$ cat src/ofdm_tx_pkg.sv
// Legacy 802.11a rates only; the header length counts the 4-byte FCS and must be at least 5
package ofdm_tx_pkg;

    // Rate code as found in header bits 3 to 0
    typedef logic [3:0] rate_code_t;

    localparam rate_code_t RATE_6M  = 4'b1011;
    localparam rate_code_t RATE_9M  = 4'b1111;
    localparam rate_code_t RATE_12M = 4'b1010;
    localparam rate_code_t RATE_18M = 4'b1110;
    localparam rate_code_t RATE_24M = 4'b1001;
    localparam rate_code_t RATE_36M = 4'b1101;
    localparam rate_code_t RATE_48M = 4'b1000;
    localparam rate_code_t RATE_54M = 4'b1100;

    // Transmit fields in the order they go out
    typedef enum logic [2:0] {
        FIELD_IDLE,
        FIELD_SIGNAL,
        FIELD_SERVICE,
        FIELD_PSDU,
        FIELD_FCS,
        FIELD_TAIL,
        FIELD_PAD
    } field_t;

    localparam int DBPS_W       = 9;
    localparam int LEN_W        = 12;
    localparam int SIGNAL_BITS  = 24;
    localparam int SERVICE_BITS = 16;
    localparam int TAIL_BITS    = 6;
    localparam int FCS_BITS     = 32;
    localparam int WORD_W       = 64;

    // Rate-1/2 mother code, bit 6 taps the current input
    localparam logic [6:0] CONV_G0 = 7'o133;
    localparam logic [6:0] CONV_G1 = 7'o171;

    // Reflected CRC-32 for the FCS
    localparam logic [31:0] CRC32_POLY = 32'hEDB8_8320;
    localparam logic [31:0] CRC32_INIT = 32'hFFFF_FFFF;

    function automatic logic [DBPS_W-1:0] dbps_of_rate(input rate_code_t rate);
        case (rate)
            RATE_9M:  return DBPS_W'(36);
            RATE_12M: return DBPS_W'(48);
            RATE_18M: return DBPS_W'(72);
            RATE_24M: return DBPS_W'(96);
            RATE_36M: return DBPS_W'(144);
            RATE_48M: return DBPS_W'(192);
            RATE_54M: return DBPS_W'(216);
            default:  return DBPS_W'(24);
        endcase
    endfunction

endpackage

$ cat src/tx_field_fsm.sv
// Start is taken only when idle and the previous packet's last pair has left the encoder
module tx_field_fsm import ofdm_tx_pkg::*; (
    input  logic   clk,
    input  logic   reset_int,
    input  logic   i_tx_start,
    input  logic   i_last_bit,
    input  logic   i_advance,
    output field_t o_field,
    output logic   o_header_load,
    output logic   o_enc_clear,
    output logic   o_scram_load,
    output logic   o_tx_busy,
    output logic   o_tx_done
);

    field_t field_q;
    logic   drain_q;
    logic   header_load_q;
    logic   tx_done_q;

    ////////////////////////////////////////////////////////////////////////////
    // Field sequencing
    ////////////////////////////////////////////////////////////////////////////
    always_ff @(posedge clk) begin
        if (reset_int) begin
            field_q       <= FIELD_IDLE;
            drain_q       <= 1'b0;
            header_load_q <= 1'b0;
            tx_done_q     <= 1'b0;
        end else begin
            header_load_q <= 1'b0;
            tx_done_q     <= 1'b0;
            if (i_advance) begin
                // Advance while draining means the final pair is being taken
                if (drain_q) begin
                    drain_q   <= 1'b0;
                    tx_done_q <= 1'b1;
                end
                case (field_q)
                    FIELD_IDLE: begin
                        if (i_tx_start && !drain_q) begin
                            field_q       <= FIELD_SIGNAL;
                            header_load_q <= 1'b1;
                        end
                    end
                    FIELD_SIGNAL:  if (i_last_bit) field_q <= FIELD_SERVICE;
                    FIELD_SERVICE: if (i_last_bit) field_q <= FIELD_PSDU;
                    FIELD_PSDU:    if (i_last_bit) field_q <= FIELD_FCS;
                    FIELD_FCS:     if (i_last_bit) field_q <= FIELD_TAIL;
                    FIELD_TAIL:    if (i_last_bit) field_q <= FIELD_PAD;
                    FIELD_PAD: begin
                        if (i_last_bit) begin
                            field_q <= FIELD_IDLE;
                            drain_q <= 1'b1;
                        end
                    end
                    default: field_q <= FIELD_IDLE;
                endcase
            end
        end
    end

    assign o_field       = field_q;
    assign o_header_load = header_load_q;
    assign o_tx_done     = tx_done_q;
    assign o_tx_busy     = (field_q != FIELD_IDLE) || drain_q;

    // Encoder history is zero for SIGNAL and again for SERVICE
    assign o_enc_clear  = (field_q == FIELD_IDLE) || (field_q == FIELD_SIGNAL && i_last_bit);

    // Seed goes in as the last SIGNAL bit is taken
    assign o_scram_load = i_advance && field_q == FIELD_SIGNAL && i_last_bit;

endmodule

$ cat src/tx_bit_counter.sv
// PAD is never empty for legacy rates since 22 + 8*len is 6 mod 8 and no N_DBPS divides it
module tx_bit_counter import ofdm_tx_pkg::*; (
    input  logic              clk,
    input  logic              reset_int,
    input  field_t            i_field,
    input  logic              i_advance,
    input  logic              i_header_load,
    input  logic [WORD_W-1:0] i_header,
    output logic              o_last_bit
);

    localparam int CNT_W = LEN_W + 3;

    logic [LEN_W-1:0]  len_q;
    logic [DBPS_W-1:0] dbps_q;
    logic [CNT_W-1:0]  bit_cnt;
    logic [DBPS_W-1:0] sym_cnt;
    logic [CNT_W-1:0]  field_len;
    logic              sym_end;
    logic              in_data;

    // Header word: rate code in bits 3..0, byte length from bit 5
    always_ff @(posedge clk) begin
        if (i_header_load) begin
            len_q  <= i_header[5 +: LEN_W];
            dbps_q <= dbps_of_rate(rate_code_t'(i_header[3:0]));
        end
    end

    always_comb begin
        case (i_field)
            FIELD_SIGNAL:  field_len = CNT_W'(SIGNAL_BITS);
            FIELD_SERVICE: field_len = CNT_W'(SERVICE_BITS);
            FIELD_PSDU:    field_len = {len_q, 3'b000} - CNT_W'(FCS_BITS);
            FIELD_FCS:     field_len = CNT_W'(FCS_BITS);
            FIELD_TAIL:    field_len = CNT_W'(TAIL_BITS);
            default:       field_len = '0;
        endcase
    end

    assign sym_end = (sym_cnt == dbps_q - 1'b1);
    assign in_data = (i_field != FIELD_IDLE) && (i_field != FIELD_SIGNAL);

    always_comb begin
        if (i_field == FIELD_IDLE)
            o_last_bit = 1'b0;
        else if (i_field == FIELD_PAD)
            o_last_bit = sym_end;
        else
            o_last_bit = (bit_cnt == field_len - 1'b1);
    end

    // Symbol position starts with the first SERVICE bit
    always_ff @(posedge clk) begin
        if (reset_int) begin
            bit_cnt <= '0;
            sym_cnt <= '0;
        end else if (i_advance) begin
            if (i_field == FIELD_IDLE || o_last_bit)
                bit_cnt <= '0;
            else
                bit_cnt <= bit_cnt + 1'b1;
            if (!in_data || sym_end)
                sym_cnt <= '0;
            else
                sym_cnt <= sym_cnt + 1'b1;
        end
    end

endmodule

$ cat src/tx_bit_source.sv
// Memory must return the word one cycle after the address; address 0 is shown while idle
module tx_bit_source import ofdm_tx_pkg::*; #(
    parameter int MEM_ADDR_W = 12
) (
    input  logic                  clk,
    input  logic                  reset_int,
    input  logic                  i_tx_start,
    input  field_t                i_field,
    input  logic                  i_advance,
    output logic [MEM_ADDR_W-1:0] o_mem_addr,
    input  logic [WORD_W-1:0]     i_mem_data,
    output logic [WORD_W-1:0]     o_header,
    output logic                  o_raw_bit
);

    localparam int PTR_W = $clog2(WORD_W);

    logic [WORD_W-1:0]     cur_word;
    logic [WORD_W-1:0]     nxt_word;
    logic [PTR_W-1:0]      bit_ptr;
    logic [MEM_ADDR_W-1:0] word_addr;
    logic                  word_end;

    // SIGNAL ends after 24 header bits, PSDU words after all 64
    assign word_end = (i_field == FIELD_SIGNAL && bit_ptr == PTR_W'(SIGNAL_BITS - 1)) ||
                      (i_field == FIELD_PSDU && bit_ptr == PTR_W'(WORD_W - 1));

    assign o_mem_addr = (i_field == FIELD_IDLE) ? '0 : word_addr;

    always_ff @(posedge clk) begin
        if (reset_int) begin
            bit_ptr   <= '0;
            word_addr <= '0;
        end else if (i_advance) begin
            if (i_field == FIELD_IDLE) begin
                if (i_tx_start) begin
                    bit_ptr   <= '0;
                    word_addr <= MEM_ADDR_W'(1);
                end
            end else if (word_end) begin
                bit_ptr   <= '0;
                word_addr <= word_addr + 1'b1;
            end else if (i_field == FIELD_SIGNAL || i_field == FIELD_PSDU) begin
                bit_ptr <= bit_ptr + 1'b1;
            end
        end
    end

    // Prefetch follows the address freely, it moves only on advance
    always_ff @(posedge clk) begin
        nxt_word <= i_mem_data;
        if (i_advance) begin
            if (i_field == FIELD_IDLE && i_tx_start)
                cur_word <= i_mem_data;
            else if (word_end)
                cur_word <= nxt_word;
        end
    end

    assign o_header  = cur_word;
    assign o_raw_bit = cur_word[bit_ptr];

endmodule

$ cat src/crc32_fcs.sv
// Shift-out complements on the fly, so the remainder is only valid after all PSDU bits
module crc32_fcs import ofdm_tx_pkg::*; (
    input  logic clk,
    input  logic reset_int,
    input  logic i_init,
    input  logic i_shift_data,
    input  logic i_shift_out,
    input  logic i_data_bit,
    output logic o_fcs_bit
);

    logic [FCS_BITS-1:0] crc;
    logic                feedback;

    assign feedback = crc[0] ^ i_data_bit;

    always_ff @(posedge clk) begin
        if (reset_int || i_init) begin
            crc <= CRC32_INIT;
        end else if (i_shift_data) begin
            crc <= (crc >> 1) ^ (feedback ? CRC32_POLY : '0);
        end else if (i_shift_out) begin
            crc <= crc >> 1;
        end
    end

    // FCS goes out inverted, LSB first
    assign o_fcs_bit = ~crc[0];

endmodule

$ cat src/data_scrambler.sv
// Seed must be nonzero; load wins over step
module data_scrambler (
    input  logic       clk,
    input  logic       reset_int,
    input  logic       i_load,
    input  logic [6:0] i_init_state,
    input  logic       i_step,
    output logic       o_white_bit
);

    logic [6:0] state;

    // x^7 + x^4 + 1
    assign o_white_bit = state[6] ^ state[3];

    always_ff @(posedge clk) begin
        if (reset_int) begin
            state <= '0;
        end else if (i_load) begin
            state <= i_init_state;
        end else if (i_step) begin
            state <= {state[5:0], o_white_bit};
        end
    end

endmodule

$ cat src/conv_encoder.sv
// Output bit 0 carries the g0 (133) parity, bit 1 the g1 (171) parity
module conv_encoder import ofdm_tx_pkg::*; (
    input  logic       clk,
    input  logic       reset_int,
    input  logic       i_clear,
    input  logic       i_bit,
    input  logic       i_bit_valid,
    output logic       o_advance,
    output logic [1:0] o_coded_bits,
    output logic       o_coded_valid,
    input  logic       i_coded_ready
);

    logic [5:0] hist;
    logic [6:0] window;
    logic [1:0] pair_q;
    logic       valid_q;

    // hist[5] is the previous bit, hist[0] the oldest
    assign window    = {i_bit, hist};
    assign o_advance = !valid_q || i_coded_ready;

    always_ff @(posedge clk) begin
        if (reset_int) begin
            hist    <= '0;
            valid_q <= 1'b0;
        end else if (o_advance) begin
            valid_q <= i_bit_valid;
            if (i_clear)
                hist <= '0;
            else if (i_bit_valid)
                hist <= {i_bit, hist[5:1]};
        end
    end

    // Clear applies after the current bit is coded
    always_ff @(posedge clk) begin
        if (o_advance && i_bit_valid)
            pair_q <= {^(window & CONV_G1), ^(window & CONV_G0)};
    end

    assign o_coded_bits  = pair_q;
    assign o_coded_valid = valid_q;

endmodule

$ cat src/ofdm_tx_bits_top.sv
// Bit front end only; the consumer applies puncturing, interleaving and mapping
module ofdm_tx_bits_top import ofdm_tx_pkg::*; #(
    parameter int MEM_ADDR_W = 12
) (
    input  logic                  clk,
    input  logic                  reset_int,
    input  logic                  i_tx_start,
    input  logic [6:0]            i_scram_init,
    output logic [MEM_ADDR_W-1:0] o_mem_addr,
    input  logic [WORD_W-1:0]     i_mem_data,
    output logic [1:0]            o_coded_bits,
    output logic                  o_coded_valid,
    input  logic                  i_coded_ready,
    output logic                  o_tx_busy,
    output logic                  o_tx_done
);

    field_t            field;
    logic              advance;
    logic              header_load;
    logic              enc_clear;
    logic              scram_load;
    logic              last_bit;
    logic [WORD_W-1:0] header;
    logic              raw_bit;
    logic              fcs_bit;
    logic              white_bit;
    logic              scram_step;
    logic              enc_bit;

    ////////////////////////////////////////////////////////////////////////////
    // Bit selection and whitening
    ////////////////////////////////////////////////////////////////////////////
    always_comb begin
        case (field)
            FIELD_SIGNAL:  enc_bit = raw_bit;
            FIELD_SERVICE: enc_bit = white_bit;
            FIELD_PSDU:    enc_bit = raw_bit ^ white_bit;
            FIELD_FCS:     enc_bit = fcs_bit ^ white_bit;
            FIELD_PAD:     enc_bit = white_bit;
            default:       enc_bit = 1'b0;
        endcase
    end

    // Scrambler holds through the tail
    assign scram_step = advance && (field inside {FIELD_SERVICE, FIELD_PSDU, FIELD_FCS, FIELD_PAD});

    tx_field_fsm u_fsm (
        .clk(clk), .reset_int(reset_int), .i_tx_start(i_tx_start), .i_last_bit(last_bit),
        .i_advance(advance), .o_field(field), .o_header_load(header_load),
        .o_enc_clear(enc_clear), .o_scram_load(scram_load), .o_tx_busy(o_tx_busy),
        .o_tx_done(o_tx_done)
    );

    tx_bit_counter u_counter (
        .clk(clk), .reset_int(reset_int), .i_field(field), .i_advance(advance),
        .i_header_load(header_load), .i_header(header), .o_last_bit(last_bit)
    );

    tx_bit_source #(.MEM_ADDR_W(MEM_ADDR_W)) u_source (
        .clk(clk), .reset_int(reset_int), .i_tx_start(i_tx_start), .i_field(field),
        .i_advance(advance), .o_mem_addr(o_mem_addr), .i_mem_data(i_mem_data),
        .o_header(header), .o_raw_bit(raw_bit)
    );

    crc32_fcs u_crc (
        .clk(clk), .reset_int(reset_int), .i_init(header_load),
        .i_shift_data(advance && field == FIELD_PSDU),
        .i_shift_out(advance && field == FIELD_FCS), .i_data_bit(raw_bit),
        .o_fcs_bit(fcs_bit)
    );

    data_scrambler u_scrambler (
        .clk(clk), .reset_int(reset_int), .i_load(scram_load), .i_init_state(i_scram_init),
        .i_step(scram_step), .o_white_bit(white_bit)
    );

    conv_encoder u_encoder (
        .clk(clk), .reset_int(reset_int), .i_clear(enc_clear), .i_bit(enc_bit),
        .i_bit_valid(field != FIELD_IDLE), .o_advance(advance), .o_coded_bits(o_coded_bits),
        .o_coded_valid(o_coded_valid), .i_coded_ready(i_coded_ready)
    );

endmodule

$ cat config.mk
export PLATFORM = sky130hd
export DESIGN_NAME = ofdm_tx_bits_top
export DESIGN_NICKNAME = d
export VERILOG_FILES = /design/src/ofdm_tx_pkg.sv /design/src/tx_field_fsm.sv /design/src/tx_bit_counter.sv /design/src/tx_bit_source.sv /design/src/crc32_fcs.sv /design/src/data_scrambler.sv /design/src/conv_encoder.sv /design/src/ofdm_tx_bits_top.sv
export SDC_FILE = /design/constraint.sdc
export NUM_CORES = 1
export LEC_CHECK = 0
export ABC_AREA = 1
export ABC_CLOCK_PERIOD_IN_PS = 3330
export CAP_MARGIN = 20
export CORE_ASPECT_RATIO = 0.9
export CORE_UTILIZATION = 63
export DETAILED_ROUTE_END_ITERATION = 8
export DONT_BUFFER_PORTS = 1
export GPL_TIMING_DRIVEN = 0
export HOLD_SLACK_MARGIN = 0.12
export PLACE_DENSITY = 0.79
export SYNTH_ARGS = -nofsm -noshare
export SYNTH_HDL_FRONTEND = slang
export SYNTH_SLANG_ARGS = --single-unit
$ cat constraint.sdc
create_clock -name clk -period 3.33 [get_ports clk]
set_input_delay 0.4995 -clock clk [delete_from_list [all_inputs] [get_ports clk]]
set_output_delay 0.4995 -clock clk [all_outputs]
set_load 0.02 [all_outputs]
* Word-level counts from Yosys, hierarchy flattened
Cells that the tools add are included.
** Word-level totals
- Register bits after elaboration :: 245
- Latch bits :: 0
- Bits in writable memories :: 0
- ROM bits :: 0
- Input port bits :: 75
- Word-level logic and storage cells :: 139
- Memories :: 0
** Cells by class
- Add/sub/neg operators :: 7
- Multiply operators :: 0
- Divide/modulo/power cells :: 0
- Order comparisons :: 1
- Equality and inequality tests :: 26
- Shifts and indexed selects :: 0
- Multiplexer cells :: 38
- Bitwise operators :: 8
- Reduce and logical (&&, ||, !) cells :: 42
** Operator list (number)
- $mux 64 :: 2
- $mux 32 :: 3
- $pmux 15 s5 :: 1
- $pmux 8 s7 :: 1
- $mux 12 :: 4
- $mux 6 :: 6
- $xor 31x32->32 :: 1
- $eq 4x4->1 const B :: 7
- $mux 3 :: 7
- $pmux 3 s7 :: 1
- $add 15x1->15 const B :: 1
- $eq 15x15->1 :: 1
- $mux 15 :: 1
- $sub 15x1->15 const B :: 1
- $sub 15x6->15 const B :: 1
- $mux 7 :: 2
- $reduce_xor 7->1 :: 2
- $add 12x1->12 const B :: 1
- $logic_and 1x1->1 :: 12
- $ne 2x1->1 const B :: 6
- $reduce_bool 2->1 :: 5
- $add 9x1->9 const B :: 1
- $eq 3x3->1 const B :: 3
- $eq 9x9->1 :: 1
- other kinds (25) :: 51

* Logic depth before layout (Yosys ltp)
- Depth after elaboration :: 10
- Mapped depth :: 26
- Mapped depth without buffers :: 24

* Hierarchy
From an unflattened synthesis, not the netlist that was laid out.
** Unflattened totals
- Cell total of the unflattened synthesis :: 1367
- Area, all modules :: 11725.0 µm²
** By module, submodules not included
- tx_bit_source :: times used 1, cells an instance 559, area an instance 6197.2 µm², sequential area each 3563.4 µm²
- tx_bit_counter :: times used 1, cells an instance 415, area an instance 2875.3 µm², sequential area each 1021.0 µm²
- crc32_fcs :: times used 1, cells an instance 188, area an instance 1343.8 µm², sequential area each 640.6 µm²
- conv_encoder :: times used 1, cells an instance 71, area an instance 475.5 µm², sequential area each 200.2 µm²
- data_scrambler :: times used 1, cells an instance 59, area an instance 394.1 µm², sequential area each 140.1 µm²
- tx_field_fsm :: times used 1, cells an instance 49, area an instance 322.8 µm², sequential area each 120.1 µm²
- ofdm_tx_bits_top :: times used 1, cells an instance 26, area an instance 116.4 µm², sequential area each 0.0 µm²

* Worst setup path after synthesis
No wires, ideal clock.
- Path kind :: reg-to-reg
- From :: register u_fsm.field_q[1] (netlist: u_fsm.o_field[1])
- To :: register u_source.bit_ptr[1]
- Library setup time :: 0.133 ns
- Arrival :: 2.931 ns
- Required time :: 3.197 ns
- Path slack :: 0.266 ns
- Cell stages (with the launch flop) :: 12
- Buffers on the path :: 1
- Period minus slack after synthesis :: 3.064 ns
- Cells stage by stage :: dfxtp_1 -> buf_4 -> nor2_1 -> inv_1 -> nor2_2 -> inv_1 -> o21ai_1 -> nand2_1 -> inv_1 -> nor2_1 -> inv_1 -> a211oi_1
** Between the ends
- Cells in the longest elaborated chain, start to end :: 5
** Ends and longest elaborated chain
- start, declared :: line tx_field_fsm.sv:16 : field_t field_q;
- start signal, assigned :: line tx_field_fsm.sv:26 : field_q <= FIELD_IDLE;
- start signal, assigned :: line tx_field_fsm.sv:42 : field_q <= FIELD_SIGNAL;
- start signal, assigned :: line tx_field_fsm.sv:46 : FIELD_SIGNAL: if (i_last_bit) field_q <= FIELD_SERVICE;
- $eq 3x1->1 or $eq 3x2->1 (tied branches) :: line tx_bit_source.sv:25, tx_bit_source.sv:43, tx_bit_source.sv:26
- $logic_and 1x1->1, on equally long branches :: line tx_bit_source.sv:25, tx_bit_source.sv:26
- $logic_or 1x1->1 :: line tx_bit_source.sv:25 : assign word_end = (i_field == FIELD_SIGNAL && bit_ptr == PTR_W'(SIGNAL_BITS - 1)) ||
- $reduce_bool 3->1 (no source line) or $mux 6 (tied branches)
- $reduce_and 3->1 (no source line) or $mux 6 (tied branches)
- end signal, assigned :: line tx_bit_source.sv:44 : bit_ptr <= bit_ptr + 1'b1;
- end, declared :: line tx_bit_source.sv:20 : logic [PTR_W-1:0] bit_ptr;
Several ways; a longest one is shown, not always the timed one.
A chain may end at the register's enable or synchronous reset.

* Final worst setup path
- From :: register u_fsm.field_q[2] (netlist: u_fsm.o_field[2])
- To :: register u_scrambler.state[1]
** Between the ends
- Cells in the longest elaborated chain, start to end :: 8
** Ends and longest elaborated chain
- $eq 3x3->1 (tied with other cells) :: line tx_bit_counter.sv:31 : case (i_field)
- $pmux 15 s5 :: line tx_bit_counter.sv:31
- $sub 15x1->15 :: line tx_bit_counter.sv:50 : o_last_bit = (bit_cnt == field_len - 1'b1);
- $eq 15x15->1 :: line tx_bit_counter.sv:50
- $mux 1 :: line tx_bit_counter.sv:47 : else if (i_field == FIELD_PAD)
- $mux 1 :: line tx_bit_counter.sv:45 : if (i_field == FIELD_IDLE)
- $logic_and 1x1->1 :: line tx_field_fsm.sv:72 : assign o_scram_load = i_advance && field_q == FIELD_SIGNAL && i_last_bit;
- $mux 7 or $reduce_bool 2->1 (tied branches)
- end signal, assigned :: line data_scrambler.sv:20 : state <= i_init_state;
- end signal, assigned :: line data_scrambler.sv:22 : state <= {state[5:0], o_white_bit};
- end, declared :: line data_scrambler.sv:11 : logic [6:0] state;
Several ways; a longest one is shown, not always the timed one.

==> metrics <==
slowest CP cell dfxtp_2; Worst Skew 0.02217 ns; ys flop type dfxtp_1; antenna viol nets, final 0; Pins Over Slew Limit 0; worst rel slew slack 41.56%; clock share of power 26.3%; cell area after layout 0.01248 mm²; via count 9,093; Achievable Freq 328.0 MHz; Internal 6793 µW; arrival time worst endpoint 3.51 ns; failing checks design-rule violations; placed cell area 0.01096 mm²; die area 0.01748 mm²; CP top delay family simple AND/OR/NAND/NOR gates; synthesized net count 1,409; # setup viols final 0; Buf/Inv on CP 4; XOR/XNOR share of the synthesized area 3.573%; Combinational Power Share 32.4%; clk buf depth 3; Synth Register Bits 242; Synth Area in Simple Gates 28.39%; Worst setup EP type flop; gr usage total 29.73%; PnR worst setup slack 0.2815 ns; crit-path max FO 10; DRC errors left 1; Final Hold Fails 0; Post-Route WL 25.80 mm; Initial DRT Pass Iterations 7; vias in the first global route 8,821; # port buffers 0; Root Buffer clkbuf_16; initial antenna violation count 0; Post-Synthesis Cells 1,324; largest family of logic cells by synthesized area simple AND/OR/NAND/NOR gates; Die Wd 139.3 µm; Final Total Pwr 10,740 µW; CTS tree done; TNS Setup 0 ns; crit path kind reg -> reg; core area 0.01635 mm²; Async SR Flop Fraction 0%; number of synthesized flops with an enable pin 84; Fillers 1,135; fraction of layout cells with a size suffix above 1 5.780%; Final min period 3.049 ns; Lkg Pwr 0.005367 µW; Worst-Margin Slew 0.8754 ns; final net count 1,503; Synth Cell Area 0.01068 mm²; gpl congestion 0.9266; status complete, but fails checks; Syn Area/Cell 8.068 µm²; Num CTS Buffers 24; Synth Area in Adders 1.171%; Routed WL per cell 15.71 µm; worst skew pair latency 0.54 ns; first-pass GRT wire length 41.69 mm; fin crit share 91.55%; share of the synthesized area in the top cell type 29.61%; area leader, netlist dfxtp_1; CP Launch Type flop; IO Pins 92; synth unique cells 44; max cap viols 0; DR iter-0 viols 777; pwr/cell area 861.1 mW/mm²; vias per std cell 5.534; n_diodes 0; Initial Utilization 65.33%; Remaining Overflow, GRT 0; H-tree levels 1; clk slew on worst S/H paths 0.06 ns; Setup WS pre-CTS -0.1502 ns; switch share 36.77%; Worst VDD drop 0.0006966 V; largest net degree at the start of global routing 38; synth top area cells dfxtp_1 (30%), edfxtp_1 (24%), nand2_1 (15%), nand3_1 (4.4%), nor2_1 (4.3%); Die Y 125.5 µm; switching pwr 3951 µW; Synth Warn # 0; Flop pwr share 41.3%; mux cell area share after synthesis 0%; crit-path cells buf_4, inv_2, ha_1, nand2_1, nand2_1, nand2_1, ha_1, xor2_1, nand3_1, nor3_2, nand3_1, nor2_2, nand2_1, inv_1, nand3_2, nand2_4, nand3_4, buf_6, nand3_1, nand3_1, nor2_1; Area Overhead vs Synth 16.81%; CTS Sinks 242; final cell count without fillers 1,643; Crit path required time 3.79 ns; sequential area share after synthesis 53.23%; DP Cell Count 1,532; Hold Path Class in -> reg; max incr delay on CP 0.37 ns; FP Rows 44; DP Wirelength 16.52 mm; compound-gate portion of the synthesized area 7.356%
[worst reg2reg max path, cell delays in order, from the launching register on]
cell	delay (ns)
dfxtp_2	0.37
buf_4	0.21
inv_2	0.07
ha_1	0.31
nand2_1	0.06
nand2_1	0.05
nand2_1	0.07
ha_1	0.31
xor2_1	0.14
nand3_1	0.10
nor3_2	0.15
nand3_1	0.11
nor2_2	0.13
nand2_1	0.06
inv_1	0.06
nand3_2	0.13
nand2_4	0.15
nand3_4	0.09
buf_6	0.15
nand3_1	0.06
nand3_1	0.08
nor2_1	0.10
[synthesized netlist by cell type, types with 5 or more instances]
master	count
a21oi_1	31
buf_2	8
clkbuf_1	32
dfxtp_1	158
edfxtp_1	84
ha_1	10
inv_1	116
inv_2	6
nand2_1	426
nand2_2	6
nand3_1	94
nand4_1	17
nor2_1	121
nor2_2	6
nor3_1	23
nor4_1	5
o211ai_1	8
o21ai_0	66
o22ai_1	21
xnor2_1	9
xor2_1	32
[state kept, by name, indices dropped and copies added (netlist names), 7 cells and up]
name / count
u_crc.crc: 32
u_counter.len_q: 12
u_source.nxt_word: 64
u_counter.bit_cnt: 15
u_source.word_addr: 12
u_source.o_header: 64
u_scrambler.state: 7
u_counter.sym_cnt: 9
[power by group through the flow]
stage | clock network (µW) | logic, µW | registers [µW]
after floorplan | 0 | 2460 | 4390
final | 2820 | 3480 | 4440
after global placement | 0 | 3250 | 4490
after detailed placement | 0 | 3290 | 4480
after CTS | 2810 | 3380 | 4420
after global routing | 2940 | 3910 | 4500
[kinds of logic after synthesis]
kind of cell | after synthesis
DFF | 242
and+or+nand+nor | 718
buffers and inverters | 171
xor gates and xnor gates | 42
AOI/OAI and AO/OA | 141
adders and majority gates | 10
[stage by stage]
stage / utilization, % / hold WS (ns)
6_report: 76.31 / 0.1453
2_1_floorplan: - / 0.4207
3_5_place_dp: 67.03 / 0.4421
5_1_grt: 76.31 / 0.1450
4_1_cts: 76.07 / 0.1368
3_3_place_gp: 66.91 / 0.4365
[cells in the final DEF (no fill, tap or decap), drive strengths merged, types with 2 or more instances in the layout]
master / synthesis / layout
o21ai: 69 / 69
a211oi: 4 / 4
nand4: 17 / 17
ha: 10 / 10
clkbuf: 32 / 66
o211ai: 8 / 8
bufinv: 0 / 4
a31oi: 2 / 2
nor4: 5 / 5
nand2: 433 / 433
dfxtp: 158 / 158
clkinv: 3 / 9
inv: 122 / 122
xnor2: 9 / 9
buf: 14 / 17
nor3: 26 / 26
edfxtp: 84 / 84
xor2: 32 / 32
dlygate4sd3: 0 / 65
nand3: 99 / 99
o22ai: 21 / 21
or2: 3 / 3
a21oi: 31 / 31
nor2: 128 / 128
nand3b: 3 / 3
o21bai: 2 / 2
nor3b: 4 / 4
[timing repair]
item / in CTS / in global routing
setup buffers: 1 / 1
gates resized for setup: 0 / 16
hold endpoints to repair: 65 / 0
pin swaps: 0 / 1
setup endpoints to repair: 17 / 47
hold buffers: 65 / 0
[cell type report]
type / count / area, µm² / share of cell area (%)
plain buffers: 46 / 216.5 / 1.735
repair buffers: 68 / 685.7 / 5.495
multi-input cells: 911 / 4338 / 34.77
inverters: 125 / 471.7 / 3.781
flip-flops and latches: 242 / 5687 / 45.58
clock buffers: 34 / 648.1 / 5.195
clock inverters: 10 / 171.4 / 1.374
well taps: 207 / 259.0 / 2.076
[path summary, 6_finish.rpt]
check | start | endpoint | slack [ns] | depth (start not counted)
hold reg to reg | u_crc.crc[14]$_SDFFE_PP1P_ | u_crc.crc[13]$_SDFFE_PP1P_ | 0.46 | 2
hold / removal | i_scram_init[3] | u_scrambler.state[3]$_SDFFE_PP0P_ | 0.15 | 2
setup reg to reg | u_fsm.o_field[2]$_SDFFE_PP0P_ | u_scrambler.state[1]$_SDFFE_PP0P_ | 0.28 | 21
setup / recovery | u_fsm.o_field[2]$_SDFFE_PP0P_ | u_scrambler.state[1]$_SDFFE_PP0P_ | 0.28 | 21
[metal layers]
metal  vias up  share of wire, %  global-route usage [%]  wire, µm
li1       4504                 -                       -         -
met1      4171                42                   36.38     10890
met2       333                48                   52.11     12460
met3        85               5.5                   4.443      1418
met4         0               4.0                   13.20      1028
met5         -                 0                       0         0
Note: power is estimated with default switching activity, not from simulation.
